$ cat config.mk
export PLATFORM = sky130hd
export DESIGN_NAME = io_regs_flat
export DESIGN_NICKNAME = d
export VERILOG_FILES = /design/src/mem_pkg.sv /design/src/mem_bus_if.sv /design/src/io_regs.sv /design/src/flat_wrapper.sv
export VERILOG_INCLUDE_DIRS = /design/src
export SDC_FILE = /design/constraint.sdc
export NUM_CORES = 1
export LEC_CHECK = 0
export BUFFER_PORTS_ARGS = -buffer_cell sky130_fd_sc_hd__buf_4
export CORE_MARGIN = 5
export CORE_UTILIZATION = 30
export DETAILED_ROUTE_END_ITERATION = 6
export GPL_TIMING_DRIVEN = 1
export PLACE_DENSITY_LB_ADDON = 0.12
export SETUP_SLACK_MARGIN = 0.5
export SLEW_MARGIN = 0
export SYNTH_ARGS = -nofsm -noshare
export SYNTH_HDL_FRONTEND = slang
export SYNTH_SLANG_ARGS = --single-unit
$ cat constraint.sdc
create_clock -name clk -period 2 [get_ports clk]
set_clock_uncertainty 0.05 [all_clocks]
set_input_delay 0.2 -clock clk [delete_from_list [all_inputs] [get_ports clk]]
set_output_delay 0.2 -clock clk [all_outputs]
set_load 0.05 [all_outputs]
$ cat src/mem_defs.svh
//****************************************
// byte addresses; SRAM aliases below IO_BASE
// I/O offsets are byte offsets in the window
//****************************************
`ifndef MEM_DEFS_SVH
`define MEM_DEFS_SVH

`define DATA_W    32
`define SRAM_AW   20
`define BTN_W     4

// first fetch after reset
`define RESET_PC  32'h0000_0000

// I/O window and register offsets
`define IO_BASE   32'h1000_0000
`define LED_ADDR  32'h0000_0000
`define DPY_ADDR  32'h0000_0004
`define BTN_ADDR  32'h0000_0008

`endif

$ cat src/mem_pkg.sv
//****************************************
// shared types of the memory subsystem
// byte enables are active low
//****************************************
`default_nettype none

package mem_pkg;

`include "mem_defs.svh"

    typedef enum logic [3:0] {
        MEM_NONE,
        MEM_LB,
        MEM_LBU,
        MEM_LH,
        MEM_LHU,
        MEM_LW,
        MEM_SB,
        MEM_SH,
        MEM_SW
    } mem_op_t;

    typedef logic [`DATA_W-1:0]  word_t;
    typedef logic [`SRAM_AW-1:0] sram_addr_t;
    typedef logic [3:0]          be_t;

endpackage

`default_nettype wire

$ cat src/mem_bus_if.sv
//****************************************
// req held with payload until ack, dropped after
// rdata valid only in the ack cycle
//****************************************
`default_nettype none

`include "mem_defs.svh"

interface mem_bus_if;
    logic                req;
    logic                we;
    logic [`SRAM_AW-1:0] addr;
    logic [3:0]          be_n;
    logic [`DATA_W-1:0]  wdata;
    logic [`DATA_W-1:0]  rdata;
    logic                ack;

    modport requester (
        output req, we, addr, be_n, wdata,
        input  rdata, ack
    );

    modport responder (
        input  req, we, addr, be_n, wdata,
        output rdata, ack
    );
endinterface

`default_nettype wire

$ cat src/io_regs.sv
//****************************************
// btn_i assumed synchronous to clk
// pending presses clear when BTN_ADDR is read
//****************************************
`default_nettype none

`include "mem_defs.svh"

module io_regs import mem_pkg::*; (
    input  logic                clk,
    input  logic                rst,
    mem_bus_if.responder        bus,
    input  logic [`BTN_W-1:0]   btn_i,
    output logic                irq_o,
    output logic [15:0]         led_o,
    output logic [3:0]          dpy0_o,
    output logic [3:0]          dpy1_o
);
    localparam sram_addr_t LED_WA = sram_addr_t'(`LED_ADDR >> 2);
    localparam sram_addr_t DPY_WA = sram_addr_t'(`DPY_ADDR >> 2);
    localparam sram_addr_t BTN_WA = sram_addr_t'(`BTN_ADDR >> 2);

    logic [`BTN_W-1:0] pending;
    logic [`BTN_W-1:0] capture;
    logic              btn_held;
    logic              access;
    logic              btn_read;
    word_t             rdata_q;

    assign access   = bus.req && !bus.ack;
    assign btn_read = access && !bus.we && bus.addr == BTN_WA;
    // only a press after full release counts
    assign capture  = btn_held ? '0 : btn_i;
    assign irq_o    = |pending;

    assign bus.rdata = rdata_q;

    always_ff @(posedge clk) begin
        if (rst) begin
            bus.ack  <= 1'b0;
            led_o    <= '0;
            dpy0_o   <= '0;
            dpy1_o   <= '0;
            pending  <= '0;
            btn_held <= 1'b0;
        end else begin
            bus.ack  <= access;
            btn_held <= |btn_i;
            pending  <= (btn_read ? '0 : pending) | capture;
            if (access && bus.we) begin
                if (bus.addr == LED_WA) begin
                    if (!bus.be_n[0]) led_o[7:0]  <= bus.wdata[7:0];
                    if (!bus.be_n[1]) led_o[15:8] <= bus.wdata[15:8];
                end
                if (bus.addr == DPY_WA && !bus.be_n[0]) begin
                    dpy0_o <= bus.wdata[3:0];
                    dpy1_o <= bus.wdata[7:4];
                end
            end
        end
    end

    always_ff @(posedge clk) begin
        if (access) begin
            case (bus.addr)
                LED_WA:  rdata_q <= {16'b0, led_o};
                DPY_WA:  rdata_q <= {24'b0, dpy1_o, dpy0_o};
                BTN_WA:  rdata_q <= word_t'(pending);
                default: rdata_q <= '0;
            endcase
        end
    end

endmodule

`default_nettype wire

$ cat src/flat_wrapper.sv
// flat-port wrapper written by rule: the top's interface ports become plain ports
module io_regs_flat import mem_pkg::*;
  (clk, rst, btn_i, irq_o, led_o, dpy0_o, dpy1_o, bus_req, bus_we, bus_addr, bus_be_n, bus_wdata, bus_rdata, bus_ack);
  mem_bus_if bus_i ();
  input  logic clk;
  input  logic rst;
  input  logic [`BTN_W-1:0] btn_i;
  output logic irq_o;
  output logic [15:0] led_o;
  output logic [3:0] dpy0_o;
  output logic [3:0] dpy1_o;
  input wire logic [$bits(bus_i.req)-1:0] bus_req;
  input wire logic [$bits(bus_i.we)-1:0] bus_we;
  input wire logic [$bits(bus_i.addr)-1:0] bus_addr;
  input wire logic [$bits(bus_i.be_n)-1:0] bus_be_n;
  input wire logic [$bits(bus_i.wdata)-1:0] bus_wdata;
  output wire logic [$bits(bus_i.rdata)-1:0] bus_rdata;
  output wire logic [$bits(bus_i.ack)-1:0] bus_ack;
  assign bus_i.req = bus_req;
  assign bus_i.we = bus_we;
  assign bus_i.addr = bus_addr;
  assign bus_i.be_n = bus_be_n;
  assign bus_i.wdata = bus_wdata;
  assign bus_rdata = bus_i.rdata;
  assign bus_ack = bus_i.ack;
  io_regs u_core (.clk(clk), .rst(rst), .bus(bus_i), .btn_i(btn_i), .irq_o(irq_o), .led_o(led_o), .dpy0_o(dpy0_o), .dpy1_o(dpy1_o));
endmodule
## Word-level counts from Yosys, hierarchy flattened

Index checks and enable logic that the tools add are counted.
Widths: inputs -> output; s select.

| operators by class | value |
|---|---|
| add/sub/neg operators | 0 |
| multiply operators | 0 |
| div/mod/pow operators | 0 |
| $lt $le $gt $ge | 0 |
| equality and inequality tests | 2 |
| shifts and indexed selects | 0 |
| muxes and demuxes | 3 |
| bitwise operators | 3 |
| reductions and logical operators | 14 |

Operators with widths:

| cell | count |
|---|---|
| $pmux 16 s3 | 1 |
| $eq 20x1->1 const B | 1 |
| $eq 20x2->1 const B | 1 |
| $logic_not 20->1 | 1 |
| $mux 4 | 2 |
| $reduce_or 4->1 | 2 |
| $reduce_and 3->1 | 2 |
| $logic_and 1x1->1 | 5 |
| $or 4x4->4 | 1 |
| $logic_not 1->1 | 3 |
| $not 1->1 | 2 |
| $reduce_and 2->1 | 1 |

| word-level totals | value |
|---|---|
| flip-flop bits (word level) | 62 |
| latch bits | 0 |
| bits in writable memories | 0 |
| memory bits (read-only) | 0 |
| bits of input ports | 64 |
| output and inout port bits | 58 |
| word-level logic and storage cells | 30 |
| memories | 0 |

## Longest topological paths before layout

| depth | value |
|---|---|
| depth in word-level cells | 6 |
| depth in mapped cells | 6 |
| mapped depth without buffers | 5 |

## Least setup slack after synthesis

No wires, ideal clock.

| timing path | value |
|---|---|
| path kind | input port to flip-flop |
| start point | input port bus_addr[16] |
| end point | register u_core.rdata_q[4], in the netlist u_core.bus.rdata[4], data pin |
| library setup time | 0.150 ns |
| arrival | 1.671 ns |
| data required time | 1.800 ns |
| slack | 0.129 ns |
| stages on the path | 6 |
| path buffers | 2 |
| path through | or4_4 -> or3_1 -> buf_2 -> nand2b_1 -> buf_6 -> nor3_2 |

| between the ends | value |
|---|---|
| cells in the longest elaborated chain, start to end | 2 |
| elaborated cells between the ends (all ways) | 4 |
| classes of those cells | eq/ne: 2; mux: 1; reduce/logical: 1 |

RTL lines:

| what | line | text |
|---|---|---|
| start: declaration | flat_wrapper.sv:14 | `input wire logic [$bits(bus_i.addr)-1:0] bus_addr;` |
| $eq 20x2->1, or another cell as far along | io_regs.sv:65 | `case (bus.addr)` |
| $pmux 16 s3 (*) | io_regs.sv:65 |  |
| end signal: assignment | io_regs.sv:66 | `LED_WA: rdata_q <= {16'b0, led_o};` |
| end signal: assignment | io_regs.sv:67 | `DPY_WA: rdata_q <= {24'b0, dpy1_o, dpy0_o};` |
| end signal: assignment | io_regs.sv:68 | `BTN_WA: rdata_q <= word_t'(pending);` |
| end: declaration | io_regs.sv:28 | `word_t rdata_q;` |

Every way passes the cells marked *; elsewhere a longest branch is shown, timed or not.
A chain may end at the register's enable or synchronous reset.

## Final worst setup path

| timing path | value |
|---|---|
| start point | register u_core.pending[3] |
| end point | output port irq_o |

| between the ends | value |
|---|---|
| cells in the longest elaborated chain, start to end | 1 |

RTL lines:

| what | line | text |
|---|---|---|
| start: declaration | io_regs.sv:23 | `` logic [`BTN_W-1:0] pending; `` |
| start signal: assignment | io_regs.sv:49 | `pending <= (btn_read ? '0 : pending) \| capture;` |
| $reduce_or 4->1 | io_regs.sv:34 | `assign irq_o = \|pending;` |
| end: declaration | flat_wrapper.sv:8 | `output logic irq_o;` |

Every way passes these cells.

==> impl_metrics.json <==
{
  "outcome": "finished, final reports clean",
  "synth_edf_count": 16,
  "finalWorstSetupSlack_ns": 0.402,
  "critPathMaxFanout": 2,
  "fillers": 720,
  "vias": 2031,
  "endpoint_kind": "output pin",
  "hold_path_class": "input pin to flip-flop",
  "fmax_mhz": 626,
  "synth_common_cells": "dfxtp_1, a21oi_1, o21ai_0",
  "vdd_ir_drop_max_mv": 0.309,
  "gr-total-overflow": 0,
  "synth_top_area_share_pct": 27.4,
  "cts_max_level": 2,
  "dr.pass1.iters": 4,
  "finalHoldViolCount": 0,
  "report.final.slew_viol_count": 0,
  "cts_tree": "yes",
  "finalCriticalPeriod_ns": 1.60,
  "area_growth_pct": 50.6,
  "r2r-start": "u_core.bus.ack$_SDFF_PP0_",
  "start_kind": "flip-flop",
  "chipWidth_um": 95.5,
  "postRouteAntennaNets": 0,
  "hold_start": "bus_wdata[7]",
  "die_area_um2": 9130,
  "setup_viol": 0,
  "synth-seq-area-share_pct": 49.3,
  "p_leak_nw": 1.36,
  "io_pins": 122,
  "dp_cells": 413,
  "worstSetupPathType": "flip-flop to output pin",
  "post-place-ws_ns": 0.0503,
  "avgSynthCellArea_um2": 9.80,
  "antenna_cells": 0,
  "holdPathStages": 3,
  "drcViolationCount": 0,
  "place_area_um2": 3020,
  "fin_util_pct": 46.1,
  "period_share_pct": 79.9,
  "arrival_ns": 1.35,
  "yosys_warnings": 0,
  "nets": 391,
  "clkLatencyLatePin_ns": 0.30,
  "design_area_um2": 3310,
  "cts_inserted_buffers": 5,
  "grt_pass1_vias": 2044,
  "grt_pass1_wl_mm": 10.3,
  "worstPathRequired_ns": 1.75,
  "ys_ff_latch": 46,
  "totalPowerFinal_mw": 1.95,
  "yosysMostFrequentCell": "dfxtp_1",
  "drtIter0Drc": 79,
  "synth_top_area_cell": "dfxtp_1",
  "ctsHoldBuffers": 0,
  "reg2regPathDepth": 5,
  "rsz0062_at_grt": "yes",
  "fin_hold_ws_ns": 0.108,
  "cts.reportedPaths.clkPinSlew_ns": 0.10,
  "synth.area.top_cells": "dfxtp_1, edfxtp_1, a21oi_1, o21ai_0, buf_4",
  "powerDensity_nw_per_um2": 589,
  "instances_no_fill": 427,
  "die_y_um": 95.5,
  "port_buffers": 87,
  "grt_usage_pct": 14.6,
  "wl_per_cell_um": 15.8,
  "vias_per_cell": 4.76,
  "clock_sinks": 46,
  "finalSetupTns_ns": 0,
  "grt_max_degree": 35,
  "ys.flop_type": "dfxtp_1",
  "start_util_pct": 30.6,
  "coreArea_um2": 7180,
  "placementRows": 31,
  "antenna_found_initial": 0,
  "ys_async_sr_fraction_pct": 0,
  "drv_cap": 0,
  "drive_gt1_share_pct": 50.0,
  "syn-instance-count": 224,
  "place_congestion": 0.734,
  "clock_path_buffers": 2,
  "routed_wl_mm": 6.74,
  "synthDistinctLibCells": 33,
  "hpwlAfterDp_mm": 4.95,
  "crit_start": "u_core.pending[3]$_SDFF_PP0_",
  "synth.cell_area_um2": 2190,
  "cts_root_buffer": "clkbuf_8"
}
## report_power, final
part	switching, mW	internal (mW)	leakage (nW)
clock	0.345	0.250	0.0408
combinational	0.222	0.127	0.914
sequential	0.0115	0.990	0.405
total	0.578	1.37	1.36
## placed cells by master, fill, tap and decap left out, types with 5 or more instances in the layout
| cell | netlist | routed |
|---|---|---|
| a21oi_1 | 28 | 25 |
| and3_1 | 9 | 7 |
| buf_4 | 16 | 102 |
| buf_6 | 1 | 10 |
| clkbuf_8 | 0 | 5 |
| conb_1 | 1 | 16 |
| dfxtp_1 | 30 | 26 |
| edfxtp_1 | 16 | 16 |
| mux2i_1 | 8 | 8 |
| nand3_1 | 9 | 9 |
| nand4_1 | 18 | 18 |
| nor2_1 | 9 | 5 |
| o21ai_1 | 0 | 13 |
| o21ai_2 | 0 | 8 |
## per-layer routing
| layer | track usage [%] | routed length [um] | up-vias | share of wire [%] |
|---|---|---|---|---|
| met1 | 18.1 | 2830 | 951 | 42 |
| met3 | 4.03 | 444 | 7 | 6.6 |
| met4 | 3.79 | 87 | 0 | 1.3 |
| met5 | 0 | 0 | - | 0 |
| li1 | - | - | 1007 | - |
| met2 | 25.0 | 3370 | 66 | 50 |
## cells by family after synthesis
kind of cell,Yosys count,synth area share [%]
simple gates,74,23.1
mux,8,3.65
flops,46,49.3
compound gates,57,13.9
buf+inv,38,9.98
other cells,1,0.171
## sequential cells by signal (all words and copies together) (netlist names)
| signal | count |
|---|---|
| u_core.dpy0_o | 4 |
| u_core.led_o | 16 |
| u_core.btn_held | 1 |
| u_core.dpy1_o | 4 |
| u_core.bus.rdata | 16 |
| u_core.bus.ack | 1 |
| u_core.pending | 4 |
## critical path, cell delays in order (launching register included)
cell,delay [ns]
dfxtp_2,0.34
or4_4,0.54
buf_8,0.17
## timing repair
action	CTS	global route
setup buffers	3	2
gates cloned	0	1
endpoints found under the setup margin	45	45
pin swaps	10	31
resized for setup	27	17
## area by class of cell
class | count | area [um2] | share of cell area [%]
sequential | 46 | 1090 | 32.9
multi-input combinational | 155 | 1070 | 32.3
timing repair buffer | 114 | 913 | 27.6
tap | 99 | 124 | 3.75
clock buffer | 5 | 68.8 | 2.08
clock inverter | 3 | 23.8 | 0.719
inverter | 5 | 22.5 | 0.681
## path summary, 6_finish.rpt
kind,slack [ns],to
worst max-delay path,0.40,irq_o
worst min-delay path,0.11,u_core.led_o[7]$_SDFFE_PP0P_
worst max register to register,0.51,u_core.led_o[2]$_SDFFE_PP0P_
worst min register to register,0.43,u_core.led_o[5]$_SDFFE_PP0P_
(Power assumes the default switching activity.)
