$ cat src/mem_defs.svh
//****************************************
// byte addresses; SRAM aliases below IO_BASE
// I/O offsets are byte offsets in the window
//****************************************
`ifndef MEM_DEFS_SVH
`define MEM_DEFS_SVH

`define DATA_W    32
`define SRAM_AW   20
`define BTN_W     4

// first fetch after reset
`define RESET_PC  32'h0000_0000

// I/O window and register offsets
`define IO_BASE   32'h1000_0000
`define LED_ADDR  32'h0000_0000
`define DPY_ADDR  32'h0000_0004
`define BTN_ADDR  32'h0000_0008

`endif

$ cat src/mem_pkg.sv
//****************************************
// shared types of the memory subsystem
// byte enables are active low
//****************************************
`default_nettype none

package mem_pkg;

`include "mem_defs.svh"

    typedef enum logic [3:0] {
        MEM_NONE,
        MEM_LB,
        MEM_LBU,
        MEM_LH,
        MEM_LHU,
        MEM_LW,
        MEM_SB,
        MEM_SH,
        MEM_SW
    } mem_op_t;

    typedef logic [`DATA_W-1:0]  word_t;
    typedef logic [`SRAM_AW-1:0] sram_addr_t;
    typedef logic [3:0]          be_t;

endpackage

`default_nettype wire

$ cat src/mem_bus_if.sv
//****************************************
// req held with payload until ack, dropped after
// rdata valid only in the ack cycle
//****************************************
`default_nettype none

`include "mem_defs.svh"

interface mem_bus_if;
    logic                req;
    logic                we;
    logic [`SRAM_AW-1:0] addr;
    logic [3:0]          be_n;
    logic [`DATA_W-1:0]  wdata;
    logic [`DATA_W-1:0]  rdata;
    logic                ack;

    modport requester (
        output req, we, addr, be_n, wdata,
        input  rdata, ack
    );

    modport responder (
        input  req, we, addr, be_n, wdata,
        output rdata, ack
    );
endinterface

`default_nettype wire

$ cat src/bus_arbiter.sv
//****************************************
// data beats fetch on a tie; no owner means
// the SRAM controller is idle
//****************************************
`default_nettype none

module bus_arbiter import mem_pkg::*; (
    input  logic            clk,
    input  logic            rst,
    mem_bus_if.responder    fetch_bus,
    mem_bus_if.responder    data_bus,
    mem_bus_if.requester    sram_bus
);
    typedef enum logic [1:0] {OWN_NONE, OWN_FETCH, OWN_DATA} owner_t;

    owner_t owner;
    owner_t sel;

    // a new grant passes through in the same cycle
    always_comb begin
        sel = owner;
        if (owner == OWN_NONE) begin
            if (data_bus.req) begin
                sel = OWN_DATA;
            end else if (fetch_bus.req) begin
                sel = OWN_FETCH;
            end
        end
    end

    always_comb begin
        sram_bus.req   = 1'b0;
        sram_bus.we    = 1'b0;
        sram_bus.addr  = fetch_bus.addr;
        sram_bus.be_n  = 4'b1111;
        sram_bus.wdata = '0;
        if (sel == OWN_DATA) begin
            sram_bus.req   = data_bus.req;
            sram_bus.we    = data_bus.we;
            sram_bus.addr  = data_bus.addr;
            sram_bus.be_n  = data_bus.be_n;
            sram_bus.wdata = data_bus.wdata;
        end else if (sel == OWN_FETCH) begin
            sram_bus.req   = fetch_bus.req;
            sram_bus.we    = fetch_bus.we;
            sram_bus.be_n  = fetch_bus.be_n;
            sram_bus.wdata = fetch_bus.wdata;
        end
    end

    assign data_bus.ack    = sram_bus.ack && (owner == OWN_DATA);
    assign fetch_bus.ack   = sram_bus.ack && (owner == OWN_FETCH);
    assign data_bus.rdata  = (owner == OWN_DATA) ? sram_bus.rdata : '0;
    assign fetch_bus.rdata = (owner == OWN_FETCH) ? sram_bus.rdata : '0;

    always_ff @(posedge clk) begin
        if (rst) begin
            owner <= OWN_NONE;
        end else if (sram_bus.ack) begin
            owner <= OWN_NONE;
        end else begin
            owner <= sel;
        end
    end

    // every SRAM reply reaches exactly one requester
    a_one_ack: assert property (@(posedge clk) disable iff (rst)
        sram_bus.ack |-> (fetch_bus.ack ^ data_bus.ack));

endmodule

`default_nettype wire

$ cat src/flat_wrapper.sv
// flat-port wrapper written by rule: the top's interface ports become plain ports
module bus_arbiter_flat import mem_pkg::*;
  (clk, rst, fetch_bus_req, fetch_bus_we, fetch_bus_addr, fetch_bus_be_n, fetch_bus_wdata, fetch_bus_rdata, fetch_bus_ack, data_bus_req, data_bus_we, data_bus_addr, data_bus_be_n, data_bus_wdata, data_bus_rdata, data_bus_ack, sram_bus_req, sram_bus_we, sram_bus_addr, sram_bus_be_n, sram_bus_wdata, sram_bus_rdata, sram_bus_ack);
  mem_bus_if fetch_bus_i ();
  mem_bus_if data_bus_i ();
  mem_bus_if sram_bus_i ();
  input  logic clk;
  input  logic rst;
  input wire logic [$bits(fetch_bus_i.req)-1:0] fetch_bus_req;
  input wire logic [$bits(fetch_bus_i.we)-1:0] fetch_bus_we;
  input wire logic [$bits(fetch_bus_i.addr)-1:0] fetch_bus_addr;
  input wire logic [$bits(fetch_bus_i.be_n)-1:0] fetch_bus_be_n;
  input wire logic [$bits(fetch_bus_i.wdata)-1:0] fetch_bus_wdata;
  output wire logic [$bits(fetch_bus_i.rdata)-1:0] fetch_bus_rdata;
  output wire logic [$bits(fetch_bus_i.ack)-1:0] fetch_bus_ack;
  input wire logic [$bits(data_bus_i.req)-1:0] data_bus_req;
  input wire logic [$bits(data_bus_i.we)-1:0] data_bus_we;
  input wire logic [$bits(data_bus_i.addr)-1:0] data_bus_addr;
  input wire logic [$bits(data_bus_i.be_n)-1:0] data_bus_be_n;
  input wire logic [$bits(data_bus_i.wdata)-1:0] data_bus_wdata;
  output wire logic [$bits(data_bus_i.rdata)-1:0] data_bus_rdata;
  output wire logic [$bits(data_bus_i.ack)-1:0] data_bus_ack;
  output wire logic [$bits(sram_bus_i.req)-1:0] sram_bus_req;
  output wire logic [$bits(sram_bus_i.we)-1:0] sram_bus_we;
  output wire logic [$bits(sram_bus_i.addr)-1:0] sram_bus_addr;
  output wire logic [$bits(sram_bus_i.be_n)-1:0] sram_bus_be_n;
  output wire logic [$bits(sram_bus_i.wdata)-1:0] sram_bus_wdata;
  input wire logic [$bits(sram_bus_i.rdata)-1:0] sram_bus_rdata;
  input wire logic [$bits(sram_bus_i.ack)-1:0] sram_bus_ack;
  assign fetch_bus_i.req = fetch_bus_req;
  assign fetch_bus_i.we = fetch_bus_we;
  assign fetch_bus_i.addr = fetch_bus_addr;
  assign fetch_bus_i.be_n = fetch_bus_be_n;
  assign fetch_bus_i.wdata = fetch_bus_wdata;
  assign fetch_bus_rdata = fetch_bus_i.rdata;
  assign fetch_bus_ack = fetch_bus_i.ack;
  assign data_bus_i.req = data_bus_req;
  assign data_bus_i.we = data_bus_we;
  assign data_bus_i.addr = data_bus_addr;
  assign data_bus_i.be_n = data_bus_be_n;
  assign data_bus_i.wdata = data_bus_wdata;
  assign data_bus_rdata = data_bus_i.rdata;
  assign data_bus_ack = data_bus_i.ack;
  assign sram_bus_req = sram_bus_i.req;
  assign sram_bus_we = sram_bus_i.we;
  assign sram_bus_addr = sram_bus_i.addr;
  assign sram_bus_be_n = sram_bus_i.be_n;
  assign sram_bus_wdata = sram_bus_i.wdata;
  assign sram_bus_i.rdata = sram_bus_rdata;
  assign sram_bus_i.ack = sram_bus_ack;
  bus_arbiter u_core (.clk(clk), .rst(rst), .fetch_bus(fetch_bus_i), .data_bus(data_bus_i), .sram_bus(sram_bus_i));
endmodule
$ cat config.mk
export PLATFORM = sky130hd
export DESIGN_NAME = bus_arbiter_flat
export DESIGN_NICKNAME = d
export VERILOG_FILES = /design/src/mem_pkg.sv /design/src/mem_bus_if.sv /design/src/bus_arbiter.sv /design/src/flat_wrapper.sv
export VERILOG_INCLUDE_DIRS = /design/src
export SDC_FILE = /design/constraint.sdc
export NUM_CORES = 1
export LEC_CHECK = 0
export BUFFER_PORTS_ARGS = -buffer_cell sky130_fd_sc_hd__buf_2
export CORE_AREA = 10 10 99 101
export CTS_CLUSTER_SIZE = 10
export DETAILED_ROUTE_END_ITERATION = 6
export DIE_AREA = 0 0 109 111
export PLACE_DENSITY = 0.66
export SLEW_MARGIN = 0
export SYNTH_ARGS = -nofsm -noshare
export SYNTH_HDL_FRONTEND = slang
export SYNTH_SLANG_ARGS = --single-unit
$ cat constraint.sdc
create_clock -name clk -period 2.9 [get_ports clk]
set_clock_uncertainty 0.15 [all_clocks]
set_input_delay 0.435 -clock clk [delete_from_list [all_inputs] [get_ports clk]]
set_output_delay 0.435 -clock clk [all_outputs]
set_load 0.05 [all_outputs]
* Word-level counts from Yosys, hierarchy flattened
Cells that the tools add are included.
Operators by class: equal/unequal tests 4, reduce and logical (&&, ||, !) cells 4, mux-type cells 14
Operators with widths (number):
- $mux 32 | 4
- $mux 20 | 1
- $mux 4 | 2
- $mux 2 | 3
- $eq 2x1->1 const B | 2
- $eq 2x2->1 const B | 2
- $mux 1 | 4
- $logic_and 1x1->1 | 2
- $logic_not 2->1 | 1
- $reduce_or 2->1 | 1
Word-level totals: input port bits 151, word-level logic and storage cells 23, output and inout bits 124, bits in registers 2

* Longest topological paths before layout
word-level depth 6, gate-level depth with buffers 5

* Worst setup path after synthesis
Ideal clock, no wire load.
kind input-to-output, start point input fetch_bus_req, end point output sram_bus_be_n[0], slack 974 ps, buffers on the path 0, arrival 1341 ps, cell stages on the path 3, cells stage by stage nor2b_1 > o21ai_0 > o22a_1
Between the ends: longest elaborated chain between the ends 6
RTL lines:
- start: declaration | line flat_wrapper.sv:9 | input wire logic [$bits(fetch_bus_i.req)-1:0] fetch_bus_req;
- $mux 2 (*) | line bus_arbiter.sv:25 | end else if (fetch_bus.req) begin
- $mux 2 (*) | line bus_arbiter.sv:23 | if (data_bus.req) begin
- $mux 2 (*) | line bus_arbiter.sv:22 | if (owner == OWN_NONE) begin
- $eq 2x1->1 | line bus_arbiter.sv:43 | end else if (sel == OWN_FETCH) begin
- $mux 4 | line bus_arbiter.sv:43
- $mux 4 (*) | line bus_arbiter.sv:37 | if (sel == OWN_DATA) begin
- end: declaration | line flat_wrapper.sv:26 | output wire logic [$bits(sram_bus_i.be_n)-1:0] sram_bus_be_n;
Every way passes the cells marked *; elsewhere a longest branch is shown, timed or not.

* Worst setup path after layout
start point register u_core.owner[0], end point output sram_bus_addr[5]
Between the ends: longest elaborated chain between the ends 5
RTL lines:
- start: declaration | line bus_arbiter.sv:16 | owner_t owner;
- start signal: assignment | line bus_arbiter.sv:62 | owner <= sel;
- $mux 2 | line bus_arbiter.sv:25
- $mux 2 | line bus_arbiter.sv:23
- $mux 2 (*) | line bus_arbiter.sv:22
- $eq 2x2->1 (*) | line bus_arbiter.sv:37
- $mux 20 (*) | line bus_arbiter.sv:37
- end: declaration | line flat_wrapper.sv:25 | output wire logic [$bits(sram_bus_i.addr)-1:0] sram_bus_addr;
Marked as above.

==> qor.csv <==
stage;metric;value;unit
status;outcome;finished clean;
sta;fmax;383;MHz
global_route;gr usage total;13.5;%
logic_synthesis;largest area contributor in the netlist;and3_1;
floorplan;Die W;109;um
detailed_routing;DRT iter0 DRCs;81;
placement;IO buf count;274;
logic_synthesis;library cells used by synthesis;17;
sta;measured slew at the worst slew-check pin;752;ps
floorplan;Starting Density;16.3;%
placement;DP Area;0.00273;mm^2
critical_path;Crit. End Element;output pin;
power;Logic pwr share;84.3;%
detailed_routing;DRT Wirelength;9.56;mm
logic_synthesis;multiplexer area fraction after synthesis;22.3;%
power;Switching Share;60.8;%
floorplan;die footprint;0.0121;mm^2
critical_path;slowest cell delay on critical path;540;ps
sta;Hold Vio Cnt, Final;0;
global_route;gr ovfl total;0;
logic_synthesis;Synth Register Bits;2;
logic_synthesis;synth cell count leaders;66 x and3_1, 34 x a22o_1, 17 x mux2_4;
floorplan;Die Y-Extent;111;um
layout;Final Cell Area;0.00277;mm^2
logic_synthesis;Net Count, Synth;311;
sta;Max Slew Vio Count;0;
min_path;Hold Crit Class;input pin to flop;
sta;hold slack;252;ps
critical_path;Crit path buffers/inverters;2;
layout;Most flops, register;u_core.owner;
critical_path;critical-path maximum fanout;26;
detailed_routing;TritonRoute pass-1 iters;4;
clock_network;clk sinks;2;
logic_synthesis;EDFF count, synth;0;
clock_network;Inserted Clock Buffers;3;
layout;n_diodes;0;
layout;Area Overhead vs Synth;113;%
logic_synthesis;Post-Synth Simple-Gate Area;35.5;%
logic_synthesis;Synth Cell Area;0.00130;mm^2
logic_synthesis;synthesized instance count;160;
clock_network;clock-pin slew on the worst setup and hold paths;30;ps
power;Static Leak;1.99;nW
sta;setup_tns;0;ps
critical_path;CP top delay family;flip-flops;
global_route;initial antenna violation count;0;
detailed_routing;post-DR wirelength/cell;18.2;um
layout;share of layout cells above drive strength 1;73.2;%
logic_synthesis;Main synth FF type;dfxtp_1;
clock_network;post-CTS setup buffer count;0;
floorplan;FP Rows;33;
critical_path;Data arrival, critical path;2030;ps
clock_network;CTS tree;done;
layout;Post-layout nets;574;
logic_synthesis;top-area cell type share of the netlist area;31.8;%
power;power per cell area;328;mW/mm^2
placement;hpwl dp;8.38;mm
power;Clk network pwr share;12.1;%
logic_synthesis;asr flop ratio synth;0;%
logic_synthesis;Synth Area in XOR/XNOR;0;%
clock_network;clk_lat worst skew;210;ps
logic_synthesis;Synth area leaders;and3_1 32%, a22o_1 23%, mux2_4 20%;
floorplan;Placeable Area;0.00797;mm^2
detailed_routing;Remaining DRCs;0;
logic_synthesis;sequential share of the synthesized area;3.09;%
placement;GP Congestion;0.901;
critical_path;Startpoint Class;flop;
floorplan;IO Pins;275;
power;P_int;0.356;mW
logic_synthesis;Avg Cell Area, Syn;8.11;um^2
critical_path;CP Class;flop to output pin;
global_route;vias in the first global route;2503;
global_route;largest net degree at the start of global routing;37;
global_route;first-pass GRT wire length;13.4;mm
detailed_routing;Detail Route Antenna Nets;0;
power;sequential share of power;3.6;%
clock_network;clock root buffer;clkbuf_8;
power;VDD IR max;0.000223;V
clock_network;CTS max path bufs;2;
power;Psw;0.551;mW
run;max cap viols;0;
detailed_routing;drt via density;4.58;
logic_synthesis;largest family of logic cells by synthesized area;simple AND/OR/NAND/NOR gates;
sta;Max-slew headroom;49.8;%
clock_network;cts hold-fix bufs;0;
logic_synthesis;adder and majority gate portion of the synthesized area;0;%
detailed_routing;vias post-DR;2408;
critical_path;Slowest cell on crit path;dfxtp_1;
clock_network;PostCTS Resize Cnt;0;
layout;max reg flops;2;
logic_synthesis;Yosys Warn Count;0;
sta;PnR worst setup slack;287;ps
sta;RSZ-0062 raised after global routing;false;
logic_synthesis;compound-gate portion of the synthesized area;28.4;%
clock_network;H-tree Lvls;1;
sta;period utilization;90.1;%
sta;min Tclk post-route;2610;ps
critical_path;CP Cell Sequence;nor2_8 > buf_12 > mux2_4 > buf_2;
layout;top flop regs;u_core.owner (2);
placement;dpl ws;499;ps
logic_synthesis;most frequent cell after synthesis;and3_1;
sta;Setup-failing EPs final;0;
critical_path;Crit path required time;2320;ps
-- worst reg2reg max path: stages (launching register included) --
cell	delay, ps
dfxtp_1	790
inv_2	70
buf_4	250
a21oi_1	170
nor3_1	50
-- power by group through the flow --
stage / combinational (mW) / sequential (mW) / clock [mW]
2_1_floorplan: 0.550 / 0.0302 / 0
3_3_place_gp: 0.763 / 0.0327 / 0
3_5_place_dp: 0.771 / 0.0329 / 0
4_1_cts: 0.773 / 0.0325 / 0.113
5_1_grt: 0.803 / 0.0328 / 0.115
6_report: 0.765 / 0.0326 / 0.110
-- final cells by class --
type,instances,area [um^2]
fill,860,5200
sequential,2,40.0
tap,105,131
clock buffer,3,41.3
multi-input combinational,134,1120
inverter,2,7.51
timing repair buffer,280,1430
-- routing by layer --
layer,vias to the layer above,GRT usage [%],share of wire [%]
li1,1152,-,-
met1,1101,12.5,33
met2,147,25.7,52
met3,8,6.45,14
met4,0,2.64,0.83
met5,-,0,0
-- cells in the final DEF, fill, tap and decap left out --
cell,n
buf_12,1
and3_1,66
dfxtp_1,2
mux2_4,17
o21ai_0,2
nor3_1,2
nor2_4,1
inv_2,2
a21oi_1,2
o21a_4,1
buf_4,5
buf_2,274
a22o_1,34
mux2_2,3
nor2b_1,1
o22a_1,4
clkbuf_8,3
nor2_8,1
-- logic make-up (layout without fill, tap and decap cells) --
group,after synthesis,in the layout
and+or+nand+nor,71,71
AOI/OAI and AO/OA,43,43
buffers and inverters,24,285
muxes,20,20
DFF,2,2
-- metrics by stage --
| stage | std cells | total power, mW | util, % |
|---|---|---|---|
| floorplan | 160 | 0.580 | - |
| global placement | 523 | 0.796 | 34.2 |
| detailed placement | 523 | 0.804 | 34.2 |
| CTS | 526 | 0.919 | 34.7 |
| global route | 526 | 0.951 | 34.7 |
| finish | 526 | 0.908 | 34.7 |
-- path summary, 6_finish.rpt --
kind | startpoint | end | slack, ps | cells past startpoint
min reg2reg | u_core.owner[1] | u_core.owner[0] | 510 | 3
max | u_core.owner[0] | sram_bus_addr[5] | 290 | 4
max reg2reg | u_core.owner[0] | u_core.owner[1] | 1310 | 4
min | rst | u_core.owner[1] | 250 | 2
Power figures use the tool's default switching activity.
