$ cat config.mk
export PLATFORM = sky130hd
export DESIGN_NAME = fetch_unit_flat
export DESIGN_NICKNAME = d
export VERILOG_FILES = /design/src/mem_pkg.sv /design/src/mem_bus_if.sv /design/src/fetch_unit.sv /design/src/flat_wrapper.sv
export VERILOG_INCLUDE_DIRS = /design/src
export SDC_FILE = /design/constraint.sdc
export NUM_CORES = 1
export LEC_CHECK = 0
export BUFFER_PORTS_ARGS = -buffer_cell sky130_fd_sc_hd__clkbuf_2
export CELL_PAD_IN_SITES_DETAIL_PLACEMENT = 2
export CELL_PAD_IN_SITES_GLOBAL_PLACEMENT = 2
export CORE_MARGIN = 4
export CORE_UTILIZATION = 34
export DETAILED_ROUTE_END_ITERATION = 8
export PLACE_DENSITY = 0.82
export SETUP_SLACK_MARGIN = 0.5
export SYNTH_ARGS = -nofsm -noshare
export SYNTH_HDL_FRONTEND = slang
export SYNTH_SLANG_ARGS = --single-unit
export TNS_END_PERCENT = 1
$ cat constraint.sdc
create_clock -name clk -period 5.65 [get_ports clk]
set_input_delay 0.2825 -clock clk [delete_from_list [all_inputs] [get_ports clk]]
set_output_delay 0.2825 -clock clk [all_outputs]
set_load 0.02 [all_outputs]
$ cat src/mem_defs.svh
//****************************************
// byte addresses; SRAM aliases below IO_BASE
// I/O offsets are byte offsets in the window
//****************************************
`ifndef MEM_DEFS_SVH
`define MEM_DEFS_SVH

`define DATA_W    32
`define SRAM_AW   20
`define BTN_W     4

// first fetch after reset
`define RESET_PC  32'h0000_0000

// I/O window and register offsets
`define IO_BASE   32'h1000_0000
`define LED_ADDR  32'h0000_0000
`define DPY_ADDR  32'h0000_0004
`define BTN_ADDR  32'h0000_0008

`endif

$ cat src/mem_pkg.sv
//****************************************
// shared types of the memory subsystem
// byte enables are active low
//****************************************
`default_nettype none

package mem_pkg;

`include "mem_defs.svh"

    typedef enum logic [3:0] {
        MEM_NONE,
        MEM_LB,
        MEM_LBU,
        MEM_LH,
        MEM_LHU,
        MEM_LW,
        MEM_SB,
        MEM_SH,
        MEM_SW
    } mem_op_t;

    typedef logic [`DATA_W-1:0]  word_t;
    typedef logic [`SRAM_AW-1:0] sram_addr_t;
    typedef logic [3:0]          be_t;

endpackage

`default_nettype wire

$ cat src/mem_bus_if.sv
//****************************************
// req held with payload until ack, dropped after
// rdata valid only in the ack cycle
//****************************************
`default_nettype none

`include "mem_defs.svh"

interface mem_bus_if;
    logic                req;
    logic                we;
    logic [`SRAM_AW-1:0] addr;
    logic [3:0]          be_n;
    logic [`DATA_W-1:0]  wdata;
    logic [`DATA_W-1:0]  rdata;
    logic                ack;

    modport requester (
        output req, we, addr, be_n, wdata,
        input  rdata, ack
    );

    modport responder (
        input  req, we, addr, be_n, wdata,
        output rdata, ack
    );
endinterface

`default_nettype wire

$ cat src/fetch_unit.sv
//****************************************
// one fetch in flight; redirect_pc_i must be
// word aligned
//****************************************
`default_nettype none

`include "mem_defs.svh"

module fetch_unit import mem_pkg::*; (
    input  logic                clk,
    input  logic                rst,
    input  logic                fetch_en_i,
    input  logic                redirect_i,
    input  word_t               redirect_pc_i,
    mem_bus_if.requester        bus,
    output logic                inst_valid_o,
    output word_t               inst_pc_o,
    output word_t               inst_o
);
    word_t pc;
    word_t pending_pc;
    logic  req_q;
    logic  stale;

    assign bus.req   = req_q;
    assign bus.we    = 1'b0;
    assign bus.be_n  = 4'b0000;
    assign bus.wdata = '0;
    assign bus.addr  = pc[`SRAM_AW+1:2];

    always_ff @(posedge clk) begin
        if (rst) begin
            pc           <= `RESET_PC;
            req_q        <= 1'b0;
            stale        <= 1'b0;
            inst_valid_o <= 1'b0;
        end else begin
            inst_valid_o <= 1'b0;
            if (req_q) begin
                if (bus.ack) begin
                    req_q <= 1'b0;
                    if (stale || redirect_i) begin
                        // result belongs to the old stream
                        stale <= 1'b0;
                        pc    <= redirect_i ? redirect_pc_i : pending_pc;
                    end else begin
                        inst_valid_o <= 1'b1;
                        pc           <= pc + 32'd4;
                    end
                end else if (redirect_i) begin
                    stale <= 1'b1;
                end
            end else if (redirect_i) begin
                pc <= redirect_pc_i;
            end else if (fetch_en_i) begin
                req_q <= 1'b1;
            end
        end
    end

    always_ff @(posedge clk) begin
        if (req_q && !bus.ack && redirect_i) begin
            pending_pc <= redirect_pc_i;
        end
        if (req_q && bus.ack) begin
            inst_pc_o <= pc;
            inst_o    <= bus.rdata;
        end
    end

    a_pc_aligned: assert property (@(posedge clk) disable iff (rst) pc[1:0] == 2'b00);

endmodule

`default_nettype wire

$ cat src/flat_wrapper.sv
// flat-port wrapper written by rule: the top's interface ports become plain ports
module fetch_unit_flat import mem_pkg::*;
  (clk, rst, fetch_en_i, redirect_i, redirect_pc_i, inst_valid_o, inst_pc_o, inst_o, bus_req, bus_we, bus_addr, bus_be_n, bus_wdata, bus_rdata, bus_ack);
  mem_bus_if bus_i ();
  input  logic clk;
  input  logic rst;
  input  logic fetch_en_i;
  input  logic redirect_i;
  input  word_t redirect_pc_i;
  output logic inst_valid_o;
  output word_t inst_pc_o;
  output word_t inst_o;
  output wire logic [$bits(bus_i.req)-1:0] bus_req;
  output wire logic [$bits(bus_i.we)-1:0] bus_we;
  output wire logic [$bits(bus_i.addr)-1:0] bus_addr;
  output wire logic [$bits(bus_i.be_n)-1:0] bus_be_n;
  output wire logic [$bits(bus_i.wdata)-1:0] bus_wdata;
  input wire logic [$bits(bus_i.rdata)-1:0] bus_rdata;
  input wire logic [$bits(bus_i.ack)-1:0] bus_ack;
  assign bus_req = bus_i.req;
  assign bus_we = bus_i.we;
  assign bus_addr = bus_i.addr;
  assign bus_be_n = bus_i.be_n;
  assign bus_wdata = bus_i.wdata;
  assign bus_i.rdata = bus_rdata;
  assign bus_i.ack = bus_ack;
  fetch_unit u_core (.clk(clk), .rst(rst), .fetch_en_i(fetch_en_i), .redirect_i(redirect_i), .redirect_pc_i(redirect_pc_i), .bus(bus_i), .inst_valid_o(inst_valid_o), .inst_pc_o(inst_pc_o), .inst_o(inst_o));
endmodule
### Yosys cells after proc, flatten, opt, wreduce, memory -nomap -nowiden

Cells that the tools add are included.

| storage, ports and cells | value |
|---|---|
| input bits | 69 |
| bits in registers | 131 |

| operators by class | value |
|---|---|
| add/sub/neg operators | 1 |
| bitwise logic cells | 2 |
| mux-type cells | 13 |
| reductions and logical operators | 10 |
| equality and inequality tests | 2 |

Operator list:

| cell | count |
|---|---|
| two-way mux 32 bit | 5 |
| adder 32 x 3 -> 32 bit (second input constant) | 1 |
| two-way mux 1 bit | 8 |
| nonzero test 2 bit | 2 |
| logical AND 1 bit | 3 |
| AND reduction 3 bit | 1 |
| OR reduction 3 bit | 1 |
| != test 2 x 1 -> 1 bit (second input constant) | 1 |
| != test 2 bit (second input constant) | 1 |
| NOT 1 bit | 2 |
| AND reduction 2 bit | 1 |
| zero test 1 bit | 1 |
| logical OR 1 bit | 1 |

### Logic depth before layout (Yosys ltp)

Gate-level depths: netlist of run 1.

| depth | value |
|---|---|
| depth after elaboration | 4 |
| depth in mapped cells | 7 |
| gate-level depth less buffers | 6 |

### Worst setup path after synthesis of run 1

Ideal clock, no wire load.

| path | value |
|---|---|
| path kind | reg-to-reg |
| from | register u_core.req_q, in the netlist u_core.bus.req |
| to | register u_core.inst_o[0], enable pin |
| buffers on the path | 1 |
| stages on the path, launching flop included | 4 |
| library setup time | 0.452 ns |
| data required time | 5.198 ns |
| clock period less this slack | 3.210 ns |
| arrival time | 2.758 ns |
| setup slack | 2.440 ns |
| path through | dfxtp_1 nand2_1 clkinv_1 clkbuf_1 |

| between the ends | value |
|---|---|
| word-level cells in the longest chain between the ends | 1 |

RTL lines:

| what | RTL line | source |
|---|---|---|
| from (decl) | fetch_unit.sv:22 | `logic req_q;` |
| from (signal assigned) | fetch_unit.sv:34 | `req_q <= 1'b0;` |
| from (signal assigned) | fetch_unit.sv:41 | `req_q <= 1'b0;` |
| from (signal assigned) | fetch_unit.sv:56 | `req_q <= 1'b1;` |
| logical AND 1 bit | fetch_unit.sv:65 | `if (req_q && bus.ack) begin` |
| to (signal assigned) | fetch_unit.sv:67 | `inst_o <= bus.rdata;` |
| to (decl) | fetch_unit.sv:18 | `output word_t inst_o` |

No other way between the ends.
A chain may end at the register's enable or synchronous reset.

### Worst setup path in the final report of run 1

| path | value |
|---|---|
| from | register u_core.req_q, in the netlist u_core.bus.req |
| to | register u_core.pc[26] |

| between the ends | value |
|---|---|
| word-level cells in the longest chain between the ends | 2 |

RTL lines:

| what | RTL line | source |
|---|---|---|
| != test 2 bit (no line) / nonzero test 2 bit (equally long branches) | -- |  |
| AND reduction 2 bit (no line) | -- |  |
| to (signal assigned) | fetch_unit.sv:33 | `` pc <= `RESET_PC; `` |
| to (signal assigned) | fetch_unit.sv:45 | `pc <= redirect_i ? redirect_pc_i : pending_pc;` |
| to (signal assigned) | fetch_unit.sv:48 | `pc <= pc + 32'd4;` |
| to (decl) | fetch_unit.sv:20 | `word_t pc;` |

Several ways; a longest one is shown, not always the timed one.

==> parameters.txt, run 1 <==
Parameter                              Value

Run status
  Run status ... complete, no violations

Logic synthesis
  Number of distinct library cells after synthesis ... 64
  Dominant cell by count in the synthesized netlist ... sky130_fd_sc_hd__edfxtp_1
  Post-synthesis instance total ... 471
  Portion of the post-synthesis area used by sequential elements ... 0.623
  Area share of the largest cell type after synthesis ... 0.501
  Synth top cells by count ... sky130_fd_sc_hd__edfxtp_1, sky130_fd_sc_hd__buf_4, sky130_fd_sc_hd__dfxtp_1
  Count of flip-flops with a built-in enable after synthesis ... 96
  Top cells by area, synth ... sky130_fd_sc_hd__edfxtp_1, sky130_fd_sc_hd__dfxtp_1, sky130_fd_sc_hd__buf_4
  Synth warnings ... 0
  Average size of a mapped cell ... 12.2 µm²
  Async set or reset register ratio after synthesis ... 0
  Total standard cell area after synthesis ... 0.00575 mm²
  Synthesis-stage register bit count ... 131
  Biggest area consumer among synthesized cells ... sky130_fd_sc_hd__edfxtp_1
  Main synth FF type ... sky130_fd_sc_hd__edfxtp_1

Timing
  Worst clock skew on the final layout ... 0.0111 ns
  Headroom to the max-slew limit ... 0.196
  Shortest clock period the worst path allows after layout ... 2.88 ns
  Setup Total Neg Slack ... 0 ns
  Highest achievable clock rate ... 0.348 GHz
  Fraction of the cycle the final worst path needs ... 0.509
  Final count of hold timing violations ... 0
  Max-slew violation count ... 0
  Setup repair after global routing missed its margin ... no
  Final count of negative-setup-slack endpoints ... 0
  Measured slew at the worst slew-check pin ... 1.20 ns

Drt
  Drt first-iter violations ... 327
  TritonRoute pass-1 iters ... 5
  Average routed wire per standard cell ... 23.0 µm
  WL final ... 19300 µm
  Vias per Instance ... 5.39
  Number of nets still failing antenna checks after routing ... 0
  Vias after detailed routing ... 4519
  Number of DRC violations after detailed routing ... 0

Placement
  Final GP Congestion ... 0.835
  Placed cell areas ... 0.00642 mm²
  Number of port buffers ... 154
  Estimated wirelength of the detail-placed design ... 13000 µm

Worst hold path
  Worst hold path stage count ... 1
  Start point of the worst min-delay path ... bus_rdata[9]
  Class of the most critical hold timing path ... in2reg
  Endpoint of the worst hold-timing path ... u_core.inst_o[9]$_DFFE_PP_

Critical path
  Crit path kind ... reg2reg
  Data arrival time of the critical path ... 3.21 ns
  Depth of the worst register-to-register path ... 7
  Maximum fanout count along the critical path ... 60
  Endpoint class of the critical path ... register
  Internal reg-to-reg setup slack ... 2.77 ns
  Critical R2R Launch ... u_core.bus.req$_SDFF_PP0_
  Reg-to-reg endpoint ... u_core.pc[26]$_SDFFE_PP0P_
  Data required time at the worst endpoint ... 5.98 ns
  CP startpoint kind ... register

Floorplan
  Total number of placement rows ... 47
  Initial core utilization ... 0.347
  Number of ports placed on the die boundary ... 192
  Overall die height ... 138 µm
  Total die area ... 0.0191 mm²
  Placeable core area ... 0.0166 mm²
  Die X ... 138 µm

Clocking
  CTS tree ... yes
  Resized Gates After CTS ... 0
  Skew-Pair Late Insertion Delay ... 0.42 ns
  Number of sinks driven by the clock tree ... 131
  Clock root cell ... sky130_fd_sc_hd__clkbuf_16
  Total setup buffers inserted after CTS ... 0
  Post-CTS Hold Buffers ... 0
  Clock transition at the register clock pins on the worst setup and hold paths after CTS ... 0.06 ns
  H-Tree Level Count ... 4
  CTS buffer count ... 17
  Maximum clock insertion buffer count ... 2

Final layout
  Post-layout net count ... 676
  Cell area after layout ... 0.00702 mm²
  Fillers ... 1760
  Share of final-layout standard cells stronger than drive strength 1 ... 0.325
  Number of diodes added for antenna fixing ... 0
  Signed area change from the synthesized netlist to the final layout ... 22.0%

Power
  Leakage component of the power ... 2.79 nW
  Areal power density over the cells ... 351 mW/mm²
  Maximum resistive drop on vdd ... 217 µV

GRT
  Total global routing overflow ... 0
  Largest net degree at the start of global routing ... 61
  Global-route wire length before repair ... 29700 µm
  Global Route Usage Sum ... 0.200
  Number of antenna violations at the first check in global routing ... 0
  Number of global-route vias before repair ... 4841

Job
  Max-cap violations ... 0
## routing by layer
metal | vias up | GRT usage | part of all wire
met5 | - | 0 | 0
met4 | 0 | 0.0686 | 0.018
met3 | 30 | 0.0584 | 0.075
met2 | 230 | 0.339 | 0.49
met1 | 2289 | 0.244 | 0.42
li1 | 1970 | - | -
## where the power goes
group / switching, mW / total [mW] / leakage [nW] / internal, mW
clock network: 0.412 / 1.14 / 0.289 / 0.727
registers: 0.0462 / 1.12 / 1.17 / 1.07
logic: 0.142 / 0.208 / 1.33 / 0.0655
## stage by stage
step / instances / worst slack [ns] / power, mW / util / hold WS, ns
floorplan: 507 / 2.44 / 1.28 / - / 0.381
global placement: 807 / 3.08 / 1.32 / 0.387 / 0.423
detailed placement: 807 / 2.83 / 1.34 / 0.387 / 0.423
CTS: 838 / 2.75 / 2.48 / 0.423 / 0.00958
global route: 838 / 2.59 / 2.54 / 0.423 / 0.0105
finish: 838 / 2.77 / 2.46 / 0.423 / 0.0340
## registers in the layout, summed over array words and instances (netlist names)
register,cells
u_core.pending_pc,32
u_core.inst_valid_o,1
u_core.inst_o,32
u_core.bus.req,1
u_core.inst_pc_o,32
u_core.stale,1
u_core.pc,32
## how the worst max path moves through the flow
stage / slack (ns) / end / startpoint / depth (start not counted)
finish: 2.77 / u_core.pc[26]$_SDFFE_PP0P_ / u_core.bus.req$_SDFF_PP0_ / 7
global route: 2.59 / u_core.pc[26]$_SDFFE_PP0P_ / u_core.bus.req$_SDFF_PP0_ / 7
CTS: 2.75 / u_core.pc[26]$_SDFFE_PP0P_ / u_core.bus.req$_SDFF_PP0_ / 7
detailed placement: 2.83 / u_core.pc[26]$_SDFFE_PP0P_ / u_core.bus.req$_SDFF_PP0_ / 7
global placement: 3.08 / u_core.pc[26]$_SDFFE_PP0P_ / u_core.bus.req$_SDFF_PP0_ / 7
floorplan: 2.44 / u_core.inst_o[0]$_DFFE_PP_ / u_core.bus.req$_SDFF_PP0_ / 3
## cells in the final DEF, fill, tap and decap left out, types with 3 or more instances in the layout
master / count
sky130_fd_sc_hd__clkbuf_2: 154
sky130_fd_sc_hd__edfxtp_1: 96
sky130_fd_sc_hd__conb_1: 37
sky130_fd_sc_hd__dfxtp_1: 35
sky130_fd_sc_hd__nor2_1: 31
sky130_fd_sc_hd__o21ai_0: 30
sky130_fd_sc_hd__nand2_1: 27
sky130_fd_sc_hd__a21oi_1: 20
sky130_fd_sc_hd__clkbuf_16: 17
sky130_fd_sc_hd__nand3_1: 12
sky130_fd_sc_hd__o22ai_1: 10
sky130_fd_sc_hd__nand4_1: 9
sky130_fd_sc_hd__nor3_1: 8
sky130_fd_sc_hd__inv_1: 7
sky130_fd_sc_hd__a22o_1: 7
sky130_fd_sc_hd__a31oi_1: 7
sky130_fd_sc_hd__xor2_1: 6
sky130_fd_sc_hd__o221ai_1: 6
sky130_fd_sc_hd__a22oi_1: 6
sky130_fd_sc_hd__and3_1: 5
sky130_fd_sc_hd__mux2i_1: 4
sky130_fd_sc_hd__a221o_1: 4
sky130_fd_sc_hd__bufinv_16: 4
sky130_fd_sc_hd__clkinv_1: 4
sky130_fd_sc_hd__buf_4: 4
sky130_fd_sc_hd__nand2b_1: 3
sky130_fd_sc_hd__or3_1: 3
sky130_fd_sc_hd__nor4_1: 3
sky130_fd_sc_hd__a222oi_1: 3
sky130_fd_sc_hd__xnor2_1: 3
sky130_fd_sc_hd__o31ai_1: 3
sky130_fd_sc_hd__clkinv_2: 3
## logic make-up (layout without fill, tap and decap cells)
family                     Yosys count  after routing  share of synthesized area
other                                1             37                   0.000652
DFF                                131            131                      0.623
buffers and inverters               86            197                      0.100
xor gates and xnor gates             9              9                     0.0137
AOI/OAI and AO/OA                  117            117                      0.139
muxes                                6              6                     0.0109
adders and majority gates            1              1                    0.00217
and+or+nand+nor                    120            120                      0.111
## worst max-delay path, cell delays in order (launching register included)
cell	delay, ns
sky130_fd_sc_hd__dfxtp_1	0.75
sky130_fd_sc_hd__nand2_1	0.27
sky130_fd_sc_hd__inv_2	0.44
sky130_fd_sc_hd__buf_4	0.69
sky130_fd_sc_hd__o21ai_0	0.18
sky130_fd_sc_hd__a31oi_1	0.18
sky130_fd_sc_hd__a21oi_1	0.07
sky130_fd_sc_hd__o22ai_1	0.15
## final cells by class
cell class	count	area, µm²	share of cell area
multi-input combinational	290	1730	0.247
clock inverter	13	166	0.0237
clock buffer	18	429	0.0612
inverter	8	30.0	0.00428
tap	220	275	0.0392
sequential	131	3580	0.511
timing repair buffer	158	801	0.114
Power figures use the tool's default switching activity.
==> run 2, diff against run 1 <==
- CORE_UTILIZATION: 34 -> 32
- PLACE_DENSITY: 0.82 -> 0.78
- clock period: 5.65 -> 2.89 ns (I/O delays scaled with it)
==> parameters.txt, run 2 (synthesis gave the netlist of run 1 again) <==
Parameter                              Value

Run status
  Run status ... complete, no violations (unchanged)

Critical path
  Highest cell delay on the worst timing path ... 0.47 ns (was 0.75 ns)
  Cell type group with the largest total delay on the critical path ... simple AND/OR/NAND/NOR gates (was buffers and inverters)
  Data required time at the worst endpoint ... 3.19 ns (was 5.98 ns)
  Cell-by-cell listing of the critical path ... ha_1, nand3_2, nor4_4, nand2_2, o31a_1, or3_1 (was nand2_1, inv_2, buf_4, o21ai_0, a31oi_1, a21oi_1, o22ai_1)
  Crit path kind ... reg2reg (unchanged)
  Endpoint class of the critical path ... register (unchanged)
  Maximum fanout count along the critical path ... 8 (was 60)
  Buf+Inv Stages, Crit Path ... 0 (was 2)
  Data arrival time of the critical path ... 2.56 ns (was 3.21 ns)
  Standard cell with the maximum stage delay on the critical path ... sky130_fd_sc_hd__dfxtp_1 (unchanged)
  CP startpoint kind ... register (unchanged)

Timing
  Shortest clock period the worst path allows after layout ... 2.26 ns (was 2.88 ns)
  Setup Total Neg Slack ... 0 ns (unchanged)
  Measured slew at the worst slew-check pin ... 0.664 ns (was 1.20 ns)
  Hold WS ... 0.124 ns (was 0.0340 ns)
  Highest achievable clock rate ... 0.442 GHz (was 0.348 GHz)
  Worst clock skew on the final layout ... 0.00983 ns (was 0.0111 ns)
  Final count of hold timing violations ... 0 (unchanged)
  Max-slew violation count ... 0 (unchanged)
  Setup repair after global routing missed its margin ... no (unchanged)
  Headroom to the max-slew limit ... 0.553 (was 0.196)
  Final count of negative-setup-slack endpoints ... 0 (unchanged)
  Fin worst setup slack ... 0.629 ns (was 2.77 ns)
  Fraction of the cycle the final worst path needs ... 0.782 (was 0.509)

Floorplan
  Total number of placement rows ... 48 (was 47)
  Total die area ... 0.0202 mm² (was 0.0191 mm²)
  Die X ... 142 µm (was 138 µm)
  Placeable core area ... 0.0175 mm² (was 0.0166 mm²)
  Overall die height ... 142 µm (was 138 µm)
  Initial core utilization ... 0.329 (was 0.347)
  Number of ports placed on the die boundary ... 192 (unchanged)

Clocking
  Clock root cell ... sky130_fd_sc_hd__clkbuf_16 (unchanged)
  H-Tree Level Count ... 4 (unchanged)
  Maximum clock insertion buffer count ... 2 (unchanged)
  Clock transition at the register clock pins on the worst setup and hold paths after CTS ... 0.06 ns (about the same)
  CTS buffer count ... 17 (unchanged)
  Skew-Pair Late Insertion Delay ... 0.42 ns (about the same)
  Number of sinks driven by the clock tree ... 131 (unchanged)
  Total setup buffers inserted after CTS ... 0 (unchanged)
  CTS tree ... yes (unchanged)

Job
  Max-cap violations ... 0 (unchanged)

Drt
  Met1 Wirelength ... 8400 µm (was 8050 µm)
  Met2 layer wire length in the routed design ... 11300 µm (was 9460 µm)
  Drt first-iter violations ... 410 (was 327)
  Average routed wire per standard cell ... 23.6 µm (was 23.0 µm)
  WL final ... 21700 µm (was 19300 µm)
  Vias after detailed routing ... 4865 (was 4519)
  Routed wire length on met3 ... 1590 µm (was 1440 µm)
  Topmost layer with routed signal wires ... met4 (unchanged)
  Number of nets still failing antenna checks after routing ... 0 (unchanged)
  TritonRoute pass-1 iters ... 5 (unchanged)
  Number of DRC violations after detailed routing ... 0 (unchanged)
  Vias per Instance ... 5.30 (was 5.39)

Power
  Leakage component of the power ... 3.11 nW (was 2.79 nW)
  Maximum resistive drop on vdd ... 408 µV (was 217 µV)
  Areal power density over the cells ... 631 mW/mm² (was 351 mW/mm²)

GRT
  Global-route wire length before repair ... 32400 µm (was 29700 µm)
  Largest net degree at the start of global routing ... 54 (was 61)
  Number of global-route vias before repair ... 5382 (was 4841)
  Number of antenna violations at the first check in global routing ... 0 (unchanged)
  Total global routing overflow ... 0 (unchanged)
  Global Route Usage Sum ... 0.210 (was 0.200)

Final layout
  Signed area change from the synthesized netlist to the final layout ... 34.9% (was 22.0%)
  Post-layout net count ... 750 (was 676)
  Commonest non-fill, non-tap cell in the layout ... sky130_fd_sc_hd__clkbuf_2 (unchanged)
  Fillers ... 1764 (was 1760)
  Highest-count cells in the layout ignoring fill and taps ... sky130_fd_sc_hd__clkbuf_2, sky130_fd_sc_hd__edfxtp_1, sky130_fd_sc_hd__dlygate4sd3_1, sky130_fd_sc_hd__conb_1, sky130_fd_sc_hd__dfxtp_1 (was sky130_fd_sc_hd__clkbuf_2, sky130_fd_sc_hd__edfxtp_1, sky130_fd_sc_hd__conb_1, sky130_fd_sc_hd__dfxtp_1, sky130_fd_sc_hd__nor2_1)
  Number of diodes added for antenna fixing ... 0 (unchanged)
  Share of final-layout standard cells stronger than drive strength 1 ... 0.309 (was 0.325)

Placement
  Number of port buffers ... 154 (unchanged)
  Estimated wirelength of the detail-placed design ... 14100 µm (was 13000 µm)
  Place WS ... 0.612 ns (was 2.83 ns)
  Final GP Congestion ... 0.854 (was 0.835)

Worst hold path
  Class of the most critical hold timing path ... in2reg (unchanged)
[run 2: cell count changes in the layout (fill, tap and decap cells not counted), sizes merged]
cell         before  now
clkinvlp          1    3
dlygate4sd3       0   65
bufinv            4    3
clkinv            8    7
inv               8    9
buf               4   13
[run 2: final cells by class]
cell class / instances / area [µm²] / area share
Clock buffer: 18 / 439 / 0.0566
Inverter: 8 / 30.0 / 0.00387
Multi-Input combinational cell: 290 / 1740 / 0.224
Tap cell: 225 / 282 / 0.0363
Timing Repair Buffer: 232 / 1530 / 0.197
Sequential cell: 131 / 3580 / 0.462
Clock inverter: 14 / 160 / 0.0206
[run 2: worst reg2reg max path, stage by stage (launching register included)]
cell and delay, ns:
sky130_fd_sc_hd__dfxtp_1 0.47, sky130_fd_sc_hd__ha_1 0.31, sky130_fd_sc_hd__nand3_2 0.20, sky130_fd_sc_hd__nor4_4 0.35, sky130_fd_sc_hd__nand2_2 0.14, sky130_fd_sc_hd__o31a_1 0.32, sky130_fd_sc_hd__or3_1 0.37
[run 2: report_power, final]
group          total (mW)  switching, mW  internal (mW)
combinational       0.502          0.309          0.193
clock                2.22          0.849           1.37
sequential           2.18         0.0908           2.09
[run 2: repair_timing]
| action | 4_1_cts | 5_1_grt |
|---|---|---|
| hold buffers | 65 | 0 |
| resized for setup | 0 | 1 |
| endpoints found under the hold margin | 65 | 0 |
| endpoints found under the setup margin | 0 | 7 |
[run 2: worst paths after layout]
| check | startpoint | to | slack, ns | cells after the start |
|---|---|---|---|---|
| max reg2reg | u_core.pc[2]$_SDFFE_PP0P_ | u_core.pc[24]$_SDFFE_PP0P_ | 0.63 | 6 |
| min reg2reg | u_core.pc[0]$_SDFFE_PP0P_ | u_core.inst_pc_o[0]$_DFFE_PP_ | 0.44 | 0 |
| max | u_core.pc[2]$_SDFFE_PP0P_ | u_core.pc[24]$_SDFFE_PP0P_ | 0.63 | 6 |
| min | rst | u_core.pc[3]$_SDFFE_PP0P_ | 0.12 | 2 |
[run 2: metrics by stage]
| stage | instance area [µm²] | power, mW | instances | utilization |
|---|---|---|---|---|
| after floorplan | 5890 | 2.50 | 507 | - |
| after detailed placement | 6510 | 2.63 | 821 | 0.372 |
| after CTS | 7760 | 4.90 | 918 | 0.444 |
| after global routing | 7760 | 5.05 | 918 | 0.444 |
| final | 7760 | 4.90 | 918 | 0.444 |
| after global placement | 6510 | 2.60 | 821 | 0.372 |
[run 2: per-layer routing]
metal  track usage  vias to the layer above
li1              -                     2122
met1         0.242                     2468
met2         0.384                      241
met3        0.0460                       34
met4        0.0737                        0
met5             0                        -
